[src/core_settings.svh]
`ifndef CORE_SETTINGS_SVH
`define CORE_SETTINGS_SVH

// datapath and address width
`define XLEN 32

// data memory depth in words, word address taken from bits 7:2
`define MEM_WORDS 64

// cycles a load or store occupies the lsu, at least 2
`define MEM_LATENCY 3

`endif

[src/core_pkg.sv]
`include "core_settings.svh"

package core_pkg;

  typedef logic [`XLEN-1:0] word_t;
  typedef logic [4:0] reg_addr_t;
  typedef logic [2:0] funct3_t;

  typedef enum logic [4:0] {
    ALU_ADD,
    ALU_SUB,
    ALU_SLL,
    ALU_SLT,
    ALU_SLTU,
    ALU_XOR,
    ALU_SRL,
    ALU_SRA,
    ALU_OR,
    ALU_AND,
    ALU_PASS_B,  // lui
    ALU_EQ,      // branch compares
    ALU_NE,
    ALU_LT,
    ALU_GE,
    ALU_LTU,
    ALU_GEU
  } alu_op_e;

  typedef enum logic [1:0] {IDLE, EXEC, WAIT} fsm_e;

  typedef enum logic [6:0] {
    OPC_LOAD   = 7'b0000011,
    OPC_IMM    = 7'b0010011,
    OPC_AUIPC  = 7'b0010111,
    OPC_STORE  = 7'b0100011,
    OPC_REG    = 7'b0110011,
    OPC_LUI    = 7'b0110111,
    OPC_BRANCH = 7'b1100011,
    OPC_JALR   = 7'b1100111,
    OPC_JAL    = 7'b1101111
  } opcode_e;

endpackage

[src/alu.sv]
module alu (
  input  core_pkg::word_t   src1,
  input  core_pkg::word_t   src2,
  input  core_pkg::alu_op_e alu_op,
  output core_pkg::word_t   alu_res
);

  logic [4:0] shamt;
  logic lt_s, lt_u, eq;

  assign shamt = src2[4:0];
  assign lt_s = $signed(src1) < $signed(src2);
  assign lt_u = src1 < src2;
  assign eq = src1 == src2;

  always_comb begin
    case (alu_op)
      core_pkg::ALU_ADD:    alu_res = src1 + src2;
      core_pkg::ALU_SUB:    alu_res = src1 - src2;
      core_pkg::ALU_SLL:    alu_res = src1 << shamt;
      core_pkg::ALU_SRL:    alu_res = src1 >> shamt;
      core_pkg::ALU_SRA:    alu_res = core_pkg::word_t'($signed(src1) >>> shamt);
      core_pkg::ALU_XOR:    alu_res = src1 ^ src2;
      core_pkg::ALU_OR:     alu_res = src1 | src2;
      core_pkg::ALU_AND:    alu_res = src1 & src2;
      core_pkg::ALU_PASS_B: alu_res = src2;
      // compares land in bit 0
      core_pkg::ALU_SLT,
      core_pkg::ALU_LT:     alu_res = core_pkg::word_t'(lt_s);
      core_pkg::ALU_SLTU,
      core_pkg::ALU_LTU:    alu_res = core_pkg::word_t'(lt_u);
      core_pkg::ALU_GE:     alu_res = core_pkg::word_t'(!lt_s);
      core_pkg::ALU_GEU:    alu_res = core_pkg::word_t'(!lt_u);
      core_pkg::ALU_EQ:     alu_res = core_pkg::word_t'(eq);
      core_pkg::ALU_NE:     alu_res = core_pkg::word_t'(!eq);
      default:              alu_res = '0;
    endcase
  end

endmodule

[src/exec_top.sv]
module exec_top (
  input  logic                clock,
  input  logic                reset,
  input  logic                in_valid,
  output logic                in_ready,
  input  core_pkg::word_t     in_inst,
  input  core_pkg::word_t     in_pc,
  input  core_pkg::word_t     in_rs1_data,
  input  core_pkg::word_t     in_rs2_data,
  output logic                out_valid,
  output core_pkg::word_t     out_pc,
  output core_pkg::word_t     out_next_pc,
  output core_pkg::reg_addr_t out_rd_addr,
  output logic                out_wb,
  output core_pkg::word_t     out_wdata
);

  // decode to execute
  logic idu_valid, exu_ready;
  core_pkg::word_t id_pc, id_dnpc, id_src1, id_src2, id_sdata;
  core_pkg::alu_op_e id_alu_op;
  core_pkg::reg_addr_t id_rd_addr;
  core_pkg::funct3_t id_funct3;
  logic id_load, id_store, id_wb, id_jump, id_branch;

  // execute to load/store
  logic exu_valid, lsu_ready;
  core_pkg::word_t ex_pc, ex_dnpc, ex_alu_res, ex_sdata;
  core_pkg::reg_addr_t ex_rd_addr;
  logic ex_load, ex_store, ex_wb, ex_jump, ex_branch;

  idu u_idu (
    .clock, .reset, .in_valid, .in_ready,
    .inst(in_inst), .pc(in_pc), .rs1_data(in_rs1_data), .rs2_data(in_rs2_data),
    .exu_ready, .idu_valid,
    .out_pc(id_pc), .dnpc(id_dnpc), .alu_src1(id_src1), .alu_src2(id_src2),
    .sdata(id_sdata), .alu_op(id_alu_op), .rd_addr(id_rd_addr), .funct3(id_funct3),
    .load(id_load), .store(id_store), .wb(id_wb), .jump(id_jump), .branch(id_branch)
  );

  exu u_exu (
    .clock, .reset, .idu_valid, .exu_ready,
    .idu_pc(id_pc), .idu_dnpc(id_dnpc), .idu_alu_src1(id_src1), .idu_alu_src2(id_src2),
    .idu_alu_op(id_alu_op), .idu_sdata(id_sdata), .idu_rd_addr(id_rd_addr),
    .idu_funct3(id_funct3), .idu_load(id_load), .idu_store(id_store), .idu_wb(id_wb),
    .idu_jump(id_jump), .idu_branch(id_branch),
    .lsu_ready, .exu_valid,
    .pc(ex_pc), .dnpc(ex_dnpc), .alu_res(ex_alu_res), .sdata(ex_sdata),
    .rd_addr(ex_rd_addr), .load(ex_load), .store(ex_store), .wb(ex_wb),
    .jump(ex_jump), .branch(ex_branch)
  );

  lsu u_lsu (
    .clock, .reset, .exu_valid, .lsu_ready,
    .pc(ex_pc), .dnpc(ex_dnpc), .alu_res(ex_alu_res), .sdata(ex_sdata),
    .rd_addr(ex_rd_addr), .load(ex_load), .store(ex_store), .wb(ex_wb),
    .jump(ex_jump), .branch(ex_branch),
    .out_valid, .out_pc, .out_next_pc, .out_wdata, .out_rd_addr, .out_wb
  );

endmodule

[src/exu.sv]
module exu (
  input  logic                clock,
  input  logic                reset,
  input  logic                idu_valid,
  output logic                exu_ready,
  input  core_pkg::word_t     idu_pc,
  input  core_pkg::word_t     idu_dnpc,
  input  core_pkg::word_t     idu_alu_src1,
  input  core_pkg::word_t     idu_alu_src2,
  input  core_pkg::alu_op_e   idu_alu_op,
  input  core_pkg::word_t     idu_sdata,
  input  core_pkg::reg_addr_t idu_rd_addr,
  input  core_pkg::funct3_t   idu_funct3,
  input  logic                idu_load,
  input  logic                idu_store,
  input  logic                idu_wb,
  input  logic                idu_jump,
  input  logic                idu_branch,
  input  logic                lsu_ready,
  output logic                exu_valid,
  output core_pkg::word_t     pc,
  output core_pkg::word_t     dnpc,
  output core_pkg::word_t     alu_res,
  output core_pkg::word_t     sdata,
  output core_pkg::reg_addr_t rd_addr,
  output logic                load,
  output logic                store,
  output logic                wb,
  output logic                jump,
  output logic                branch
);

  core_pkg::fsm_e curr, next;
  core_pkg::word_t alu_out;
  logic capture, taken, word_acc, bad_acc;

  always_ff @(posedge clock) begin
    if (reset) curr <= core_pkg::IDLE;
    else curr <= next;
  end

  always_comb begin
    case (curr)
      core_pkg::IDLE: next = idu_valid ? core_pkg::EXEC : core_pkg::IDLE;
      default: next = lsu_ready ? core_pkg::IDLE : core_pkg::WAIT;  // exec or wait
    endcase
  end

  // ready and valid registered alongside the state
  always_ff @(posedge clock) begin
    if (reset) begin
      exu_ready <= 1'b1;
      exu_valid <= 1'b0;
    end else if (curr == core_pkg::IDLE) begin
      exu_ready <= !idu_valid;
      exu_valid <= idu_valid;
    end else begin
      exu_ready <= lsu_ready;
      exu_valid <= !lsu_ready;
    end
  end

  alu u_alu (
    .src1   (idu_alu_src1),
    .src2   (idu_alu_src2),
    .alu_op (idu_alu_op),
    .alu_res(alu_out)
  );

  assign capture = (curr == core_pkg::IDLE) && idu_valid;
  assign taken = idu_branch & alu_out[0];
  assign word_acc = (idu_funct3 == 3'b010);  // only lw and sw
  assign bad_acc = (idu_load | idu_store) & !word_acc;

  always_ff @(posedge clock) begin
    if (capture) begin
      pc <= idu_pc;
      dnpc <= idu_dnpc;
      alu_res <= alu_out;
      sdata <= idu_sdata;
      rd_addr <= idu_rd_addr;
      load <= idu_load & word_acc;
      store <= idu_store & word_acc;
      wb <= idu_wb & !bad_acc;  // sub-word access becomes a nop
      jump <= idu_jump;
      branch <= taken;
    end
  end

endmodule

[src/idu.sv]
module idu (
  input  logic                clock,
  input  logic                reset,
  input  logic                in_valid,
  output logic                in_ready,
  input  core_pkg::word_t     inst,
  input  core_pkg::word_t     pc,
  input  core_pkg::word_t     rs1_data,
  input  core_pkg::word_t     rs2_data,
  input  logic                exu_ready,
  output logic                idu_valid,
  output core_pkg::word_t     out_pc,
  output core_pkg::word_t     dnpc,
  output core_pkg::word_t     alu_src1,
  output core_pkg::word_t     alu_src2,
  output core_pkg::word_t     sdata,
  output core_pkg::alu_op_e   alu_op,
  output core_pkg::reg_addr_t rd_addr,
  output core_pkg::funct3_t   funct3,
  output logic                load,
  output logic                store,
  output logic                wb,
  output logic                jump,
  output logic                branch
);

  core_pkg::fsm_e state, next;
  core_pkg::opcode_e opcode;
  core_pkg::funct3_t f3;
  core_pkg::word_t imm_i, imm_s, imm_b, imm_u, imm_j, jalr_tgt;
  core_pkg::word_t d_src1, d_src2, d_dnpc;
  core_pkg::alu_op_e d_op;
  logic d_load, d_store, d_wb, d_jump, d_branch;
  logic capture;

  // shared by OP and OP-IMM, alt is inst[30]
  function automatic core_pkg::alu_op_e arith_op(core_pkg::funct3_t f, logic alt, logic is_reg);
    case (f)
      3'b000:  return (alt && is_reg) ? core_pkg::ALU_SUB : core_pkg::ALU_ADD;
      3'b001:  return core_pkg::ALU_SLL;
      3'b010:  return core_pkg::ALU_SLT;
      3'b011:  return core_pkg::ALU_SLTU;
      3'b100:  return core_pkg::ALU_XOR;
      3'b101:  return alt ? core_pkg::ALU_SRA : core_pkg::ALU_SRL;
      3'b110:  return core_pkg::ALU_OR;
      default: return core_pkg::ALU_AND;
    endcase
  endfunction

  function automatic core_pkg::alu_op_e branch_op(core_pkg::funct3_t f);
    case (f)
      3'b001:  return core_pkg::ALU_NE;
      3'b100:  return core_pkg::ALU_LT;
      3'b101:  return core_pkg::ALU_GE;
      3'b110:  return core_pkg::ALU_LTU;
      3'b111:  return core_pkg::ALU_GEU;
      default: return core_pkg::ALU_EQ;
    endcase
  endfunction

  assign opcode = core_pkg::opcode_e'(inst[6:0]);
  assign f3 = inst[14:12];
  assign imm_i = {{20{inst[31]}}, inst[31:20]};
  assign imm_s = {{20{inst[31]}}, inst[31:25], inst[11:7]};
  assign imm_b = {{19{inst[31]}}, inst[31], inst[7], inst[30:25], inst[11:8], 1'b0};
  assign imm_u = {inst[31:12], 12'b0};
  assign imm_j = {{11{inst[31]}}, inst[31], inst[19:12], inst[20], inst[30:21], 1'b0};
  assign jalr_tgt = rs1_data + imm_i;

  always_comb begin
    d_src1 = rs1_data;
    d_src2 = rs2_data;
    d_op = core_pkg::ALU_ADD;
    d_dnpc = pc + imm_b;
    {d_load, d_store, d_wb, d_jump, d_branch} = '0;  // unknown opcode retires as a nop
    case (opcode)
      core_pkg::OPC_REG: begin
        d_op = arith_op(f3, inst[30], 1'b1);
        d_wb = 1'b1;
      end
      core_pkg::OPC_IMM: begin
        d_src2 = imm_i;
        d_op = arith_op(f3, inst[30], 1'b0);
        d_wb = 1'b1;
      end
      core_pkg::OPC_LUI: begin
        d_src2 = imm_u;
        d_op = core_pkg::ALU_PASS_B;
        d_wb = 1'b1;
      end
      core_pkg::OPC_AUIPC: begin
        d_src1 = pc;
        d_src2 = imm_u;
        d_wb = 1'b1;
      end
      core_pkg::OPC_JAL, core_pkg::OPC_JALR: begin
        d_src1 = pc;  // link address
        d_src2 = core_pkg::word_t'(4);
        d_dnpc = (opcode == core_pkg::OPC_JAL) ? pc + imm_j : {jalr_tgt[31:1], 1'b0};
        d_wb = 1'b1;
        d_jump = 1'b1;
      end
      core_pkg::OPC_BRANCH: begin
        d_op = branch_op(f3);
        d_branch = (f3[2:1] != 2'b01);  // 010 and 011 are not branches
      end
      core_pkg::OPC_LOAD: begin
        d_src2 = imm_i;
        d_load = 1'b1;
        d_wb = 1'b1;
      end
      core_pkg::OPC_STORE: begin
        d_src2 = imm_s;
        d_store = 1'b1;
      end
      default: ;
    endcase
  end

  always_ff @(posedge clock) begin
    if (reset) state <= core_pkg::IDLE;
    else state <= next;
  end

  always_comb begin
    case (state)
      core_pkg::IDLE: next = in_valid ? core_pkg::EXEC : core_pkg::IDLE;
      core_pkg::EXEC: next = exu_ready ? core_pkg::IDLE : core_pkg::EXEC;
      default: next = core_pkg::IDLE;
    endcase
  end

  always_ff @(posedge clock) begin
    if (reset) begin
      in_ready <= 1'b1;
      idu_valid <= 1'b0;
    end else begin
      in_ready <= (next == core_pkg::IDLE);
      idu_valid <= (next == core_pkg::EXEC);
    end
  end

  assign capture = (state == core_pkg::IDLE) && in_valid;

  always_ff @(posedge clock) begin
    if (capture) begin
      out_pc <= pc;
      dnpc <= d_dnpc;
      alu_src1 <= d_src1;
      alu_src2 <= d_src2;
      alu_op <= d_op;
      sdata <= rs2_data;
      rd_addr <= inst[11:7];
      funct3 <= f3;
      {load, store, wb, jump, branch} <= {d_load, d_store, d_wb, d_jump, d_branch};
    end
  end

endmodule

[src/lsu.sv]
`include "core_settings.svh"

module lsu (
  input  logic                clock,
  input  logic                reset,
  input  logic                exu_valid,
  output logic                lsu_ready,
  input  core_pkg::word_t     pc,
  input  core_pkg::word_t     dnpc,
  input  core_pkg::word_t     alu_res,
  input  core_pkg::word_t     sdata,
  input  core_pkg::reg_addr_t rd_addr,
  input  logic                load,
  input  logic                store,
  input  logic                wb,
  input  logic                jump,
  input  logic                branch,
  output logic                out_valid,
  output core_pkg::word_t     out_pc,
  output core_pkg::word_t     out_next_pc,
  output core_pkg::word_t     out_wdata,
  output core_pkg::reg_addr_t out_rd_addr,
  output logic                out_wb
);

  localparam int AW = $clog2(`MEM_WORDS);
  localparam int CW = $clog2(`MEM_LATENCY) + 1;

  core_pkg::word_t mem [`MEM_WORDS];
  core_pkg::word_t st_data;
  logic [AW-1:0] mem_addr;
  logic [CW-1:0] wait_cnt;
  logic is_load, is_store;
  logic capture, retire_mem;

  assign capture = exu_valid && lsu_ready;
  assign retire_mem = !lsu_ready && (wait_cnt == CW'(1));

  always_ff @(posedge clock) begin
    if (reset) begin
      lsu_ready <= 1'b1;
      out_valid <= 1'b0;
      wait_cnt <= '0;
    end else begin
      out_valid <= 1'b0;  // strobe
      if (capture) begin
        if (load || store) begin
          lsu_ready <= 1'b0;
          wait_cnt <= CW'(`MEM_LATENCY - 1);
        end else begin
          out_valid <= 1'b1;
        end
      end else if (retire_mem) begin
        lsu_ready <= 1'b1;
        out_valid <= 1'b1;
      end else if (!lsu_ready) begin
        wait_cnt <= wait_cnt - CW'(1);
      end
    end
  end

  always_ff @(posedge clock) begin
    if (capture) begin
      out_pc <= pc;
      out_next_pc <= (jump || branch) ? dnpc : pc + core_pkg::word_t'(4);
      out_rd_addr <= rd_addr;
      out_wb <= wb;
      out_wdata <= alu_res;
      mem_addr <= alu_res[AW+1:2];  // word index
      st_data <= sdata;
      is_load <= load;
      is_store <= store;
    end else if (retire_mem && is_load) begin
      out_wdata <= mem[mem_addr];
    end
  end

  always_ff @(posedge clock) begin
    if (reset) begin
      for (int i = 0; i < `MEM_WORDS; i++) mem[i] <= '0;
    end else if (retire_mem && is_store) begin
      mem[mem_addr] <= st_data;
    end
  end

endmodule

[config.mk]
export PLATFORM = sky130hd
export DESIGN_NAME = exec_top
export DESIGN_NICKNAME = d
export VERILOG_FILES = /design/src/core_pkg.sv /design/src/alu.sv /design/src/exec_top.sv /design/src/exu.sv /design/src/idu.sv /design/src/lsu.sv
export VERILOG_INCLUDE_DIRS = /design/src /design/src/src
export SDC_FILE = /design/constraint.sdc
export NUM_CORES = 2
export LEC_CHECK = 0
export BUFFER_PORTS_ARGS = -buffer_cell sky130_fd_sc_hd__buf_2
export CAP_MARGIN = 15
export CORE_MARGIN = 3
export CORE_UTILIZATION = 25
export DETAILED_ROUTE_END_ITERATION = 8
export GPL_ROUTABILITY_DRIVEN = 0
export PLACE_DENSITY = 0.35
export SLEW_MARGIN = 20
export SYNTH_ARGS = -nofsm -noshare
export SYNTH_HDL_FRONTEND = slang
export SYNTH_SLANG_ARGS = --single-unit
[constraint.sdc]
create_clock -name clock -period 17.8 [get_ports clock]
set_input_delay 2.67 -clock clock [delete_from_list [all_inputs] [get_ports clock]]
set_output_delay 2.67 -clock clock [all_outputs]
set_load 0.02 [all_outputs]
# After elaboration in Yosys (flattened, before gate mapping)

Memory sizes are Yosys's and may differ from the RTL's. A register that Yosys moved wholly into a read port is not among the register bits.
Cells that the tools add are included.
Widths: inputs -> output; s select.

Bits in writable memories: 2048
Output and inout port bits: 104
Logic and storage cells: 181
Memories: 1
Input bits: 131
Register bits: 471

Bitwise operators: 9
Mux-type cells: 45
Shift-type cells: 3
Add/subtract/negate cells: 7
Equal/unequal tests: 41
Magnitude comparators: 2
Reduce and logical (&&, ||, !) cells: 32

Memory list:

| memory    | words | width | read ports | clocked after Yosys merged registers in | write ports | line      | RTL |
|---|---|---|---|---|---|---|---|
| u_lsu.mem | 64    | 32    | 1          | 1                                       | 64          | lsu.sv:29 | `` core_pkg::word_t mem [`MEM_WORDS]; `` |

Operators with widths:

| cell                  | count |
|---|---|
| $pmux 32 s15          | 1 |
| $mux 32               | 7 |
| $add 32x32->32        | 4 |
| $pmux 32 s4           | 1 |
| $pmux 5 s7            | 2 |
| $lt 32x32->1          | 2 |
| $eq 5x4->1 const B    | 8 |
| $add 32x3->32 const B | 1 |
| $and 32x32->32        | 1 |
| $eq 32x32->1          | 1 |
| $or 32x32->32         | 1 |
| $reduce_or 32->1      | 1 |
| $shl 32x5->32         | 1 |
| $shr 32x5->32         | 1 |
| $sshr 32x5->32        | 1 |
| $sub 32x32->32        | 1 |
| $xor 32x32->32        | 1 |
| $pmux 5 s5            | 1 |
| $mux 1                | 23 |
| $eq 7x6->1 const B    | 3 |
| $eq 7x7->1 const B    | 3 |
| $eq 5x3->1 const B    | 4 |
| $pmux 5 s4            | 1 |
| $eq 7x5->1 const B    | 2 |
| 29 further kinds      | 67 |

# Depth between registers and ports, before layout

Depth in word-level cells: 8
Gate-level depth with buffers: 16
Mapped depth without buffers: 13

# Cells and area by module

Synthesis repeated with hierarchy kept, for this count alone.

Cells, all modules: 8999
Area, all modules: 123636.1 µm²

Modules (own cells, without submodules):

| module | seq. area each (µm²) | area an instance (µm²) | cells an instance | instances |
|---|---|---|---|---|
| lsu    | 65983.3              | 98818.5                | 6410              | 1 |
| idu    | 5385.2               | 11324.6                | 1036              | 1 |
| alu    | 0.0                  | 9171.3                 | 1397              | 1 |
| exu    | 4224.1               | 4321.6                 | 156               | 1 |

# Least setup slack after synthesis

OpenSTA, ideal clock, no wires.

Kind: input -> register
Start: in in_valid
End: reg u_idu.alu_op[0] (enable)
Library setup time: 741 ps
Arrival: 10354 ps
Required time: 17059 ps
Setup slack: 6706 ps
Stages on the path: 1
Path buffers: 0
Cells stage by stage: nor2b_1

Word-level cells in the longest chain between the ends: 1

Ends and longest elaborated chain:

| element              | line          | RTL |
|---|---|---|
| start, declared      | exec_top.sv:4 | `input logic in_valid,` |
| $logic_and 1x1->1    | idu.sv:143    | `assign capture = (state == core_pkg::IDLE) && in_valid;` |
| end signal, assigned | idu.sv:151    | `alu_op <= d_op;` |
| end, declared        | idu.sv:17     | `output core_pkg::alu_op_e alu_op,` |

Every way passes these cells.
A chain may end at the register's enable or synchronous reset.

==> run metrics <==
first-pass GRT wire length 653000 um; gr ovfl total 0; number of DRC markers in iteration 0 7577; post_cts resized 0; # clock sinks 2523; Slew HR 0.196; ratio of cells with drive above 1 in the final layout 0.207; area grow syn2layout 14.7%; Clk pin slew, worst setup/hold paths 60 ps; Core ar. 0.488 mm2; Die Y 706 um; Final setup viols 0; synth unique cells 96; max reg flops 2048; final wirelength 480000 um; placed cell area 0.131 mm2; CTS tree yes; top_reg_cell synth edfxtp_1; RR Endpoint u_lsu.out_wdata[28]; Post-Syn Nets 8746; vias in the first global route 73755; Synth area leader edfxtp_1; Post-CTS Setup Bufs 0; worst-case clock buffer depth 4; register-to-register setup slack 11940 ps; H-tree depth 5; Yosys top cell area share 0.613; hold path start u_exu.sdata[9]; Post-synth EDFFs 2506; Largest Register u_lsu.mem; antenna viol nets, final 0; worst slew pin tran 1200 ps; Root Buffer clkbuf_16; Setup TNS 0 ps; Pwr Density 105 mW/mm2; crit-path max FO 89; Fmax 171 MHz; gr usage total 0.188; Initial Utilization 0.252; dpl cells 14582; initial antenna violation count 67; Critical Path RT 18480 ps; CP endpoint u_lsu.out_wdata[28]; #FFs+latches synth 2523; average size of a mapped cell 14.5 um2; DR pass1 iterations 8; Die W 706 um; Arr. time, crit path 6530 ps; WHS 406 ps; Tmin final 5860 ps; Max VDD drop 0.0000663 V; period utilization 0.329; Slew Viols, Final 0; Non-Filler Instances 15186; Ys Warns 0; RSZ-0062 raised after global routing no; DR DRC count 0; wire per inst 31.6 um; static leakage 49.8 nW; clk_skew 53.3 ps; asr flop ratio synth 0; Area contributors post-synth edfxtp_1 61%, mux4_2 13%, and2_1 11%; MaxCap Viol Count 0; Overall Power 14.8 mW; largest net degree at the start of global routing 90; Die ar. 0.499 mm2; Mapped Cells 8431; Via density 4.80; Final Hold Viols 0; Worst Hold Class reg -> reg; Clk Latency, worst-skew pair 950 ps; Rows 256; most frequent cell after synthesis edfxtp_1; vias post-DR 72850; status complete, no violations; cells on worst reg2reg path 9; Hold Buf Count CTS 0; Synth Cell Area 0.123 mm2; detailed-placement wirelength estimate 317000 um; nets 8751; port bufs 234; final instance area 0.141 mm2; total CTS buffers 302; Worst setup EP type flop; critical path class reg -> reg; IO Pins 235; top cells by count, synth 2506 x edfxtp_1, 2067 x and2_1, 707 x mux4_2; Seq/Total Area, Yosys 0.616; Critical Path Start Type flop
-- worst max-delay path: stages (launching register included) --
cell and delay (ps):
dfxtp_4 630, buf_12 430, buf_4 610, buf_4 630, buf_12 630, mux4_2 690, mux4_2 640, mux4_2 650
nand2_1 130, nand2_1 60
-- placed cells by master, fill, tap and decap left out, types with 179 or more instances in the layout --
master,instances
buf_4,205
mux4_2,707
buf_2,233
clkbuf_16,312
a21oi_1,208
ha_1,179
edfxtp_1,2506
nor2_1,227
nand2_1,338
and2_1,2067
-- per-layer routing --
layer,track usage,vias up,part of all wire
met2,0.300,2369,0.46
li1,-,31480,-
met1,0.269,38497,0.46
met3,0.0224,502,0.051
met5,0,-,0.000027
met4,0.0499,2,0.029
-- report_power, final --
group	total, mW	internal [mW]	switching (mW)
registers	6.91	6.79	0.122
clock network	6.06	3.46	2.61
logic	1.81	0.596	1.22
total	14.8	10.8	3.95
-- worst min-delay path by stage --
stage                         to  slack [ps]  cells past startpoint
2_1_floorplan      u_exu.dnpc[0]         400                      0
6_report        u_lsu.st_data[9]         410                      0
3_3_place_gp        u_exu.pc[19]         400                      0
3_5_place_dp       u_exu.dnpc[3]         400                      0
5_1_grt          u_exu.sdata[13]         410                      0
4_1_cts        u_lsu.st_data[15]         400                      0
-- metrics by stage --
step	util	setup WS (ps)
finish	0.289	11940
floorplan	-	6710
global route	0.288	11540
detailed placement	0.269	11290
global placement	0.269	11310
CTS	0.288	11800
-- final cells by class --
cell class / count / area (um2)
clock buffers: 380 / 8060
inverters: 154 / 602
well taps: 6450 / 8070
fillers: 48852 / 347000
diodes: 65 / 163
clock inverters: 159 / 1310
multi-input cells: 5005 / 44000
repair buffers: 450 / 2930
flip-flops and latches: 2523 / 75600
-- cells by family after synthesis --
kind of cell             share of synthesized area
AND/OR/NAND/NOR                              0.141
flip-flops                                   0.616
buffers and inverters                       0.0288
AO/OA/AOI/OAI                               0.0477
multiplexers                                 0.140
adder cells (fa/ha/maj)                     0.0191
XOR/XNOR                                   0.00693
Note: power is estimated with default switching activity, not from simulation.
